**src/axi_lite_pkg.sv**
```systemverilog
package axi_lite_pkg;

    ////////////////////////////////////////////////////////////
    // Bus widths and slave count
    ////////////////////////////////////////////////////////////
    localparam int NUM_SLAVES      = 6;
    localparam int ADDR_WIDTH      = 32;
    localparam int DATA_WIDTH      = 32;
    localparam int STRB_WIDTH      = DATA_WIDTH / 8;   // One strobe per byte lane
    localparam int PROT_WIDTH      = 3;
    localparam int SLAVE_IDX_WIDTH = 3;                // Enough for six slaves

    typedef logic [ADDR_WIDTH-1:0]      addr_t;
    typedef logic [DATA_WIDTH-1:0]      data_t;
    typedef logic [STRB_WIDTH-1:0]      strb_t;
    typedef logic [PROT_WIDTH-1:0]      prot_t;
    typedef logic [SLAVE_IDX_WIDTH-1:0] slave_idx_t;
    typedef logic [NUM_SLAVES-1:0]      slave_mask_t;  // Bit i stands for slave i

    ////////////////////////////////////////////////////////////
    // Address map, match when (addr & MASK) == BASE
    ////////////////////////////////////////////////////////////
    localparam addr_t REGION_BASE [NUM_SLAVES] = '{
        32'h0000_0000,  // Slave 0, 16 MB
        32'h0100_0000,  // Slave 1, 16 MB, read only
        32'h0200_2000,  // Slave 2, 4 KB
        32'h0200_3000,  // Slave 3, 4 KB
        32'h0300_0000,  // Slave 4, 16 MB
        32'h0200_4000   // Slave 5, 4 KB
    };

    localparam addr_t REGION_MASK [NUM_SLAVES] = '{
        32'hFF00_0000,
        32'hFF00_0000,
        32'hFFFF_F000,
        32'hFFFF_F000,
        32'hFF00_0000,
        32'hFFFF_F000
    };

    // Slave 1 takes no writes
    localparam slave_mask_t WRITE_ENABLE_MASK = 6'b111101;

    // Router FSMs
    typedef enum logic [1:0] {WR_IDLE, WR_ADDR_DATA, WR_RESP} wr_state_e;
    typedef enum logic [1:0] {RD_IDLE, RD_ADDR, RD_DATA} rd_state_e;

endpackage

```
**src/axi_lite_decoder.sv**
```systemverilog
`timescale 1ns/1ps

module axi_lite_decoder import axi_lite_pkg::*; (
    input  addr_t      i_awaddr,   // Master write address
    input  addr_t      i_araddr,   // Master read address
    output slave_idx_t o_wr_idx,   // Write target, valid with o_wr_hit
    output logic       o_wr_hit,
    output slave_idx_t o_rd_idx,   // Read target, valid with o_rd_hit
    output logic       o_rd_hit
);

    slave_mask_t aw_match;   // Raw region hits, before write filter
    slave_mask_t wr_match;
    slave_mask_t rd_match;

    // One bit per region that contains the address
    function automatic slave_mask_t region_match(input addr_t addr);
        slave_mask_t m;
        m = '0;
        for (int i = 0; i < NUM_SLAVES; i++) begin
            m[i] = ((addr & REGION_MASK[i]) == REGION_BASE[i]);
        end
        return m;
    endfunction

    // Mask to index, regions are disjoint so any hit wins
    function automatic slave_idx_t encode(input slave_mask_t m);
        slave_idx_t idx;
        idx = '0;
        for (int i = 0; i < NUM_SLAVES; i++) begin
            if (m[i]) idx = slave_idx_t'(i);
        end
        return idx;
    endfunction

    assign aw_match = region_match(i_awaddr);
    assign wr_match = aw_match & WRITE_ENABLE_MASK;   // Read-only slaves drop out here
    assign rd_match = region_match(i_araddr);

    assign o_wr_idx = encode(wr_match);
    assign o_wr_hit = |wr_match;
    assign o_rd_idx = encode(rd_match);
    assign o_rd_hit = |rd_match;   // Miss means local completion in the router

    ////////////////////////////////////////////////////////////
    // Map sanity
    ////////////////////////////////////////////////////////////
    // The base/mask table must not overlap for any address
    aw_no_overlap: assert final ($onehot0(aw_match))
        else $error("write address 0x%08h hits several regions", i_awaddr);
    ar_no_overlap: assert final ($onehot0(rd_match))
        else $error("read address 0x%08h hits several regions", i_araddr);

endmodule

```
**src/axi_lite_interconnect.sv**
```systemverilog
`timescale 1ns/1ps

module axi_lite_interconnect import axi_lite_pkg::*; (
    input  logic                   clk,
    input  logic                   resetn,

    ////////////////////////////////////////////////////////////
    // Master port, core bus side
    ////////////////////////////////////////////////////////////
    input  logic                   i_m_axi_awvalid,
    output logic                   o_m_axi_awready,
    input  addr_t                  i_m_axi_awaddr,
    input  prot_t                  i_m_axi_awprot,
    input  logic                   i_m_axi_wvalid,
    output logic                   o_m_axi_wready,
    input  data_t                  i_m_axi_wdata,
    input  strb_t                  i_m_axi_wstrb,
    output logic                   o_m_axi_bvalid,
    input  logic                   i_m_axi_bready,
    input  logic                   i_m_axi_arvalid,
    output logic                   o_m_axi_arready,
    input  addr_t                  i_m_axi_araddr,
    input  prot_t                  i_m_axi_arprot,
    output logic                   o_m_axi_rvalid,
    input  logic                   i_m_axi_rready,
    output data_t                  o_m_axi_rdata,

    ////////////////////////////////////////////////////////////
    // Slave ports, bit or element i is slave i
    ////////////////////////////////////////////////////////////
    output addr_t                  o_s_axi_awaddr,    // Shared by all slaves
    output slave_mask_t            o_s_axi_awvalid,
    input  slave_mask_t            i_s_axi_awready,
    output prot_t [NUM_SLAVES-1:0] o_s_axi_awprot,
    output data_t [NUM_SLAVES-1:0] o_s_axi_wdata,
    output strb_t [NUM_SLAVES-1:0] o_s_axi_wstrb,
    output slave_mask_t            o_s_axi_wvalid,
    input  slave_mask_t            i_s_axi_wready,
    input  slave_mask_t            i_s_axi_bvalid,
    output slave_mask_t            o_s_axi_bready,
    output addr_t                  o_s_axi_araddr,    // Shared by all slaves
    output slave_mask_t            o_s_axi_arvalid,
    input  slave_mask_t            i_s_axi_arready,
    output prot_t [NUM_SLAVES-1:0] o_s_axi_arprot,
    input  data_t [NUM_SLAVES-1:0] i_s_axi_rdata,
    input  slave_mask_t            i_s_axi_rvalid,
    output slave_mask_t            o_s_axi_rready
);

    slave_idx_t wr_idx;
    slave_idx_t rd_idx;
    logic       wr_hit;
    logic       rd_hit;

    // Slaves qualify by valid, so addresses go out ungated
    assign o_s_axi_awaddr = i_m_axi_awaddr;
    assign o_s_axi_araddr = i_m_axi_araddr;

    axi_lite_decoder decoder_inst (
        .i_awaddr (i_m_axi_awaddr),
        .i_araddr (i_m_axi_araddr),
        .o_wr_idx (wr_idx),
        .o_wr_hit (wr_hit),
        .o_rd_idx (rd_idx),
        .o_rd_hit (rd_hit)
    );

    // Write and read paths run independently
    axi_lite_write_router write_router_inst (
        .clk         (clk),
        .resetn      (resetn),
        .i_wr_idx    (wr_idx),
        .i_wr_hit    (wr_hit),
        .i_m_awvalid (i_m_axi_awvalid),
        .i_m_awprot  (i_m_axi_awprot),
        .o_m_awready (o_m_axi_awready),
        .i_m_wvalid  (i_m_axi_wvalid),
        .i_m_wdata   (i_m_axi_wdata),
        .i_m_wstrb   (i_m_axi_wstrb),
        .o_m_wready  (o_m_axi_wready),
        .o_m_bvalid  (o_m_axi_bvalid),
        .i_m_bready  (i_m_axi_bready),
        .o_s_awvalid (o_s_axi_awvalid),
        .o_s_awprot  (o_s_axi_awprot),
        .i_s_awready (i_s_axi_awready),
        .o_s_wvalid  (o_s_axi_wvalid),
        .o_s_wdata   (o_s_axi_wdata),
        .o_s_wstrb   (o_s_axi_wstrb),
        .i_s_wready  (i_s_axi_wready),
        .i_s_bvalid  (i_s_axi_bvalid),
        .o_s_bready  (o_s_axi_bready)
    );

    axi_lite_read_router read_router_inst (
        .clk         (clk),
        .resetn      (resetn),
        .i_rd_idx    (rd_idx),
        .i_rd_hit    (rd_hit),
        .i_m_arvalid (i_m_axi_arvalid),
        .i_m_arprot  (i_m_axi_arprot),
        .o_m_arready (o_m_axi_arready),
        .o_m_rvalid  (o_m_axi_rvalid),
        .o_m_rdata   (o_m_axi_rdata),
        .i_m_rready  (i_m_axi_rready),
        .o_s_arvalid (o_s_axi_arvalid),
        .o_s_arprot  (o_s_axi_arprot),
        .i_s_arready (i_s_axi_arready),
        .i_s_rvalid  (i_s_axi_rvalid),
        .i_s_rdata   (i_s_axi_rdata),
        .o_s_rready  (o_s_axi_rready)
    );

endmodule

```
**src/axi_lite_read_router.sv**
```systemverilog
`timescale 1ns/1ps

module axi_lite_read_router import axi_lite_pkg::*; (
    input  logic                   clk,
    input  logic                   resetn,
    // From decoder
    input  slave_idx_t             i_rd_idx,
    input  logic                   i_rd_hit,
    // Master side
    input  logic                   i_m_arvalid,
    input  prot_t                  i_m_arprot,
    output logic                   o_m_arready,
    output logic                   o_m_rvalid,
    output data_t                  o_m_rdata,
    input  logic                   i_m_rready,
    // Slave side
    output slave_mask_t            o_s_arvalid,
    output prot_t [NUM_SLAVES-1:0] o_s_arprot,
    input  slave_mask_t            i_s_arready,
    input  slave_mask_t            i_s_rvalid,
    input  data_t [NUM_SLAVES-1:0] i_s_rdata,
    output slave_mask_t            o_s_rready
);

    rd_state_e   state;
    slave_idx_t  idx_q;    // Held until R handshake
    logic        hit_q;
    slave_mask_t sel;      // One-hot target or zero on miss
    logic        in_addr;
    logic        in_data;
    data_t       sel_rdata;

    assign in_addr = (state == RD_ADDR);
    assign in_data = (state == RD_DATA);

    // Target mask and data mux ignoring the other rdata inputs
    always_comb begin
        sel_rdata = '0;   // Miss returns zero
        for (int i = 0; i < NUM_SLAVES; i++) begin
            sel[i]        = hit_q && (idx_q == slave_idx_t'(i));
            o_s_arprot[i] = (in_addr && sel[i]) ? i_m_arprot : '0;
            if (sel[i]) sel_rdata = i_s_rdata[i];
        end
    end

    ////////////////////////////////////////////////////////////
    // Channel steering
    ////////////////////////////////////////////////////////////
    assign o_s_arvalid = (in_addr && i_m_arvalid) ? sel : '0;
    assign o_m_arready = in_addr && (hit_q ? |(i_s_arready & sel) : 1'b1);
    assign o_m_rvalid  = in_data && (hit_q ? |(i_s_rvalid & sel) : 1'b1);
    assign o_m_rdata   = in_data ? sel_rdata : '0;
    assign o_s_rready  = (in_data && i_m_rready) ? sel : '0;

    always_ff @(posedge clk) begin
        if (!resetn) begin
            state <= RD_IDLE;
            idx_q <= '0;
            hit_q <= 1'b0;
        end else begin
            case (state)
                RD_IDLE: begin
                    if (i_m_arvalid) begin
                        idx_q <= i_rd_idx;
                        hit_q <= i_rd_hit;
                        state <= RD_ADDR;
                    end
                end
                RD_ADDR: begin
                    if (i_m_arvalid && o_m_arready) state <= RD_DATA;
                end
                RD_DATA: begin
                    if (o_m_rvalid && i_m_rready) state <= RD_IDLE;   // Next decode only now
                end
                default: state <= RD_IDLE;
            endcase
        end
    end

    // Slave AR request stays up until that slave takes it
    arvalid_hold: assert property (@(posedge clk) disable iff (!resetn)
        |(o_s_arvalid & ~i_s_arready) |=> o_s_arvalid == $past(o_s_arvalid));

    // Stalled R beat keeps valid and data
    rdata_hold: assert property (@(posedge clk) disable iff (!resetn)
        o_m_rvalid && !i_m_rready |=> o_m_rvalid && $stable(o_m_rdata));

endmodule

```
**src/axi_lite_write_router.sv**
```systemverilog
`timescale 1ns/1ps

module axi_lite_write_router import axi_lite_pkg::*; (
    input  logic                   clk,
    input  logic                   resetn,
    // From decoder
    input  slave_idx_t             i_wr_idx,
    input  logic                   i_wr_hit,
    // Master side
    input  logic                   i_m_awvalid,
    input  prot_t                  i_m_awprot,
    output logic                   o_m_awready,
    input  logic                   i_m_wvalid,
    input  data_t                  i_m_wdata,
    input  strb_t                  i_m_wstrb,
    output logic                   o_m_wready,
    output logic                   o_m_bvalid,
    input  logic                   i_m_bready,
    // Slave side
    output slave_mask_t            o_s_awvalid,
    output prot_t [NUM_SLAVES-1:0] o_s_awprot,
    input  slave_mask_t            i_s_awready,
    output slave_mask_t            o_s_wvalid,
    output data_t [NUM_SLAVES-1:0] o_s_wdata,
    output strb_t [NUM_SLAVES-1:0] o_s_wstrb,
    input  slave_mask_t            i_s_wready,
    input  slave_mask_t            i_s_bvalid,
    output slave_mask_t            o_s_bready
);

    wr_state_e   state;
    slave_idx_t  idx_q;        // Target held for the whole transaction
    logic        hit_q;        // Low means unmapped and completed locally
    logic        aw_done;      // AW beat already taken
    logic        w_done;       // W beat already taken
    slave_mask_t sel;          // One-hot of latched target or zero on miss
    logic        in_addr;
    logic        in_resp;
    logic        aw_hs;
    logic        w_hs;
    logic        b_hs;

    always_comb begin
        for (int i = 0; i < NUM_SLAVES; i++) begin
            sel[i] = hit_q && (idx_q == slave_idx_t'(i));
        end
    end

    assign in_addr = (state == WR_ADDR_DATA);
    assign in_resp = (state == WR_RESP);

    ////////////////////////////////////////////////////////////
    // Master facing handshakes
    ////////////////////////////////////////////////////////////
    // Miss path answers on its own with awready and wready high
    assign o_m_awready = in_addr && !aw_done && (hit_q ? |(i_s_awready & sel) : 1'b1);
    assign o_m_wready  = in_addr && !w_done && (hit_q ? |(i_s_wready & sel) : 1'b1);
    assign o_m_bvalid  = in_resp && (hit_q ? |(i_s_bvalid & sel) : 1'b1);   // Local B on miss

    assign aw_hs = i_m_awvalid && o_m_awready;
    assign w_hs  = i_m_wvalid && o_m_wready;
    assign b_hs  = o_m_bvalid && i_m_bready;

    // Only the latched target sees a slave valid
    assign o_s_awvalid = (in_addr && !aw_done && i_m_awvalid) ? sel : '0;
    assign o_s_wvalid  = (in_addr && !w_done && i_m_wvalid) ? sel : '0;
    assign o_s_bready  = (in_resp && i_m_bready) ? sel : '0;

    // Payload zeroed toward idle slaves
    always_comb begin
        for (int i = 0; i < NUM_SLAVES; i++) begin
            o_s_awprot[i] = (in_addr && sel[i]) ? i_m_awprot : '0;
            o_s_wdata[i]  = (in_addr && sel[i]) ? i_m_wdata  : '0;
            o_s_wstrb[i]  = (in_addr && sel[i]) ? i_m_wstrb  : '0;
        end
    end

    ////////////////////////////////////////////////////////////
    // Transaction FSM
    ////////////////////////////////////////////////////////////
    always_ff @(posedge clk) begin
        if (!resetn) begin
            state   <= WR_IDLE;
            idx_q   <= '0;
            hit_q   <= 1'b0;
            aw_done <= 1'b0;
            w_done  <= 1'b0;
        end else begin
            case (state)
                WR_IDLE: begin
                    if (i_m_awvalid) begin   // Decode once and hold till B
                        idx_q   <= i_wr_idx;
                        hit_q   <= i_wr_hit;
                        aw_done <= 1'b0;
                        w_done  <= 1'b0;
                        state   <= WR_ADDR_DATA;
                    end
                end
                WR_ADDR_DATA: begin
                    if (aw_hs) aw_done <= 1'b1;
                    if (w_hs)  w_done  <= 1'b1;
                    // AW and W may land on different cycles
                    if ((aw_done || aw_hs) && (w_done || w_hs)) state <= WR_RESP;
                end
                WR_RESP: begin
                    if (b_hs) state <= WR_IDLE;
                end
                default: state <= WR_IDLE;
            endcase
        end
    end

    // Slave AW request stays up until that slave takes it
    awvalid_hold: assert property (@(posedge clk) disable iff (!resetn)
        |(o_s_awvalid & ~i_s_awready) |=> o_s_awvalid == $past(o_s_awvalid));

    // B held by slave or local path until master takes it
    bvalid_hold: assert property (@(posedge clk) disable iff (!resetn)
        o_m_bvalid && !i_m_bready |=> o_m_bvalid);

endmodule

```
**config.mk**
```make
export PLATFORM = sky130hd
export DESIGN_NAME = axi_lite_interconnect
export DESIGN_NICKNAME = d
export VERILOG_FILES = /design/src/axi_lite_pkg.sv /design/src/axi_lite_decoder.sv /design/src/axi_lite_interconnect.sv /design/src/axi_lite_read_router.sv /design/src/axi_lite_write_router.sv
export SDC_FILE = /design/constraint.sdc
export NUM_CORES = 1
export LEC_CHECK = 0
export ABC_AREA = 0
export BUFFER_PORTS_ARGS = -buffer_cell sky130_fd_sc_hd__buf_2
export CELL_PAD_IN_SITES_DETAIL_PLACEMENT = 2
export CELL_PAD_IN_SITES_GLOBAL_PLACEMENT = 2
export CORE_AREA = 10 10 273 275
export DETAILED_ROUTE_END_ITERATION = 8
export DIE_AREA = 0 0 283 285
export PLACE_DENSITY_LB_ADDON = 0.08
export REMOVE_ABC_BUFFERS = 1
export SYNTH_ARGS = -nofsm -noshare
export SYNTH_HDL_FRONTEND = slang
export SYNTH_HIERARCHICAL = 1
export SYNTH_SLANG_ARGS = --single-unit
```
**constraint.sdc**
```tcl
create_clock -name clk -period 1.9 [get_ports clk]
set_clock_uncertainty 0.2 [all_clocks]
set_input_delay 0.095 -clock clk [delete_from_list [all_inputs] [get_ports clk]]
set_output_delay 0.095 -clock clk [all_outputs]
set_load 0.02 [all_outputs]
```
==> results.ini <==
[setup_path]
crit_path_end_kind=output port
crit_required_ns=1.60
critPathArrivalTime_ns=2.13
r2r-start=read_router_inst/idx_q[0]
start_kind=register
crit_fanout=7
rrSetupSlack_ns=-0.33
worstSetupPathType=reg -> out
startpoint=read_router_inst/idx_q[0]

[grt]
grt_pass1_wl_um=88690
grt_pass1_vias=9845
grt_max_degree=28
grt_usage_pct=15.41
antenna_found_initial=19
grt-ovfl-total=0

[floorplanning]
rows=97
coreArea_mm2=0.06930
dieArea_mm2=0.08066
initial_utilization_pct=7.081
die_w_um=283
die_h_um=285
ios=718

[flow_run]
cap_violations=0

[logic_synthesis]
synthArstFlopShare_pct=0
synth-compound-area-share_pct=11.09
synth_fa_ha_area_share_pct=0
yosysWarnings=6
synth_cell_types=54
synth.avg_cell_area_um2=7.357
synth_top_family_by_area=simple AND/OR/NAND/NOR gates
synth_cells=667
synth_edf_count=0
synth_ff_type=dfxtp_1
yosysSeqAreaShare_pct=5.711
synth_seq_cells=14
yosys.area_share.simple_pct=48.65
synthesis.area_mm2=0.004907
synth_xor_area_share_pct=0.1785
synth.mux.area_fraction_pct=18.82

[timing]
relSlewSlack_pct=66.99
period_share_pct=127.6
fin_crit_ns=2.423
whs_ns=0.04618
finalHoldViolCount=0
worst_slack_ns=-0.5235
drv_slew=0
max_freq_mhz=412.6
worstMarginPinSlew_ns=0.4951
setup_viol=308
grt_setup_unrepaired=yes

[placed_design]
place_congestion=0.8507
dp_hpwl_um=48240
io_buffer_count=669

[final_layout]
drive_above_1_share_pct=86.10
multi_input_area_mm2=0.005051
areaGrowthSynthToFinish_pct=204.2
final_nets=1789
nFillCells=7940
seqCellArea_um2=302.8

[clocking]
cts_tree=built
clock-sinks=14
root_buffer=clkbuf_16
path_clk_slew_ns=0.05
insertion_delay_ns=0.26
h-tree-depth=1
clk_path_buf_depth=2
cts_buffers=3

[detailed_routing]
first_iter_violations=347
ant_nets=0
drtPass1Iterations=7
wl_per_cell_um=27.38
vias=8609
viasPerCell=3.589
routed_wirelength_um=65700
drc=0

[power_and_ir_drop]
p_per_area_mw_per_mm2=119.9
p_leak_nw=6.610
power.total_w=0.001789
peakVddDrop_mv=0.2183

[outcome]
status=complete, but fails checks
violations=negative setup slack

[min_path]
min-delay-start=i_m_axi_rready
hold_path_class=in -> reg

-- worst max-delay path: stages, from the launching register on --
cell      delay (ns)
dfxtp_4         0.40
buf_12          0.14
buf_4           0.11
mux4_2          0.48
a222oi_1        0.41
nor2_1          0.14
buf_4           0.18
-- cells in the mapped netlist (all sizes together) (2+ instances only) --
| cell type | count | area share [%] |
|---|---|---|
| nor2b | 14 | 1.9 |
| nor3b | 4 | 0.92 |
| inv | 5 | 0.38 |
| mux4 | 35 | 16 |
| nor2 | 93 | 7.1 |
| o31ai | 2 | 0.31 |
| a32o | 2 | 0.41 |
| nand3b | 5 | 0.76 |
| o311ai | 2 | 0.36 |
| buf | 81 | 12 |
| or4 | 2 | 0.38 |
| nor4 | 5 | 0.64 |
| and2 | 248 | 32 |
| nand2 | 21 | 1.6 |
| a21oi | 7 | 0.79 |
| nand2b | 5 | 0.64 |
| dfxtp | 14 | 5.7 |
| o21ai | 7 | 0.71 |
| nand4 | 3 | 0.51 |
| nand3 | 7 | 0.71 |
| a31oi | 2 | 0.25 |
| o22ai | 2 | 0.25 |
| mux2i | 12 | 2.4 |
| a222oi | 32 | 6.5 |
| nor3 | 9 | 1.1 |
| clkbuf | 34 | 2.9 |
-- cell families after synthesis --
kind of cell / count (synthesis)
AO/OA/AOI/OAI: 64
buffers and inverters: 120
multiplexers: 48
XOR/XNOR: 1
flip-flops: 14
AND/OR/NAND/NOR: 420
-- final timing paths --
check,depth (start not counted),endpoint
worst max register to register,12,read_router_inst/state[0]
worst min register to register,2,write_router_inst/w_done
worst max-delay path,6,o_m_axi_rdata[27]
worst min-delay path,3,read_router_inst/state[1]
-- cell type report --
class | instances | share of cell area, %
multi-input cells | 533 | 33.84
inverters | 5 | 0.1509
repair buffers | 897 | 55.41
flip-flops and latches | 14 | 2.028
clock buffers | 4 | 0.5951
well taps | 940 | 7.879
diodes | 6 | 0.1006
-- flip-flops by register name, summed over array words and instances (netlist names) --
register,cells
write_router_inst/state,2
write_router_inst/w_done,1
read_router_inst/idx_q,3
read_router_inst/hit_q,1
write_router_inst/hit_q,1
read_router_inst/state,2
write_router_inst/aw_done,1
write_router_inst/idx_q,3
-- through the flow --
stage               setup slack (ns)  cells  util, %  instance area, um^2  setup TNS, ns
floorplan                     -1.942    552        -                 4163        -153.27
global route                 -0.6522   2394    21.52                14920        -106.84
finish                       -0.5235   2399    21.54                14930         -76.65
CTS                          -0.5409   2401    21.25                14730         -95.85
detailed placement           -0.3358   2255    13.93                 9651         -10.79
global placement             -0.3273   2255    13.93                 9651         -10.09
-- power breakdown --
part / internal [W] / switching [W]
combinational: 0.000463 / 0.000529
clock: 0.000321 / 0.000162
sequential: 0.000297 / 0.0000163
-- layout by cell type, fill, tap and decap left out, types with 4 or more instances in the layout --
cell | Yosys | layout
buf_4 | 67 | 102
buf_2 | 8 | 365
clkbuf_16 | 0 | 6
mux2i_1 | 12 | 10
buf_12 | 0 | 50
mux4_2 | 34 | 35
buf_8 | 0 | 15
nor2b_1 | 13 | 10
nor2_4 | 0 | 35
dfxtp_4 | 0 | 4
diode_2 | 0 | 6
and2_1 | 247 | 6
nor2_2 | 0 | 6
nand3_4 | 0 | 5
dlygate4sd3_1 | 0 | 27
nor3_1 | 8 | 4
a222oi_1 | 32 | 32
nor2_1 | 93 | 52
nand2_1 | 21 | 14
nand2_2 | 0 | 5
dfxtp_1 | 14 | 4
nand3b_1 | 5 | 5
buf_6 | 5 | 315
buf_16 | 0 | 18
and2_4 | 0 | 242
dfxtp_2 | 0 | 6
-- per-layer routing --
layer | GRT usage [%] | part of all wire (%)
met1 | 15.82 | 36
met2 | 30.11 | 55
met3 | 5.408 | 7.8
met4 | 1.979 | 1.3
met5 | 0 | 0.15
-- timing repair --
item / in CTS / in global routing
gates cloned: 40 / 3
gates resized for setup: 935 / 180
setup buffers: 91 / 32
endpoints found under the hold margin: 30 / 0
hold buffers: 27 / 0
pin swaps: 179 / 35
setup endpoints to repair: 320 / 320
No activity file was read; power rests on OpenSTA's default activity.
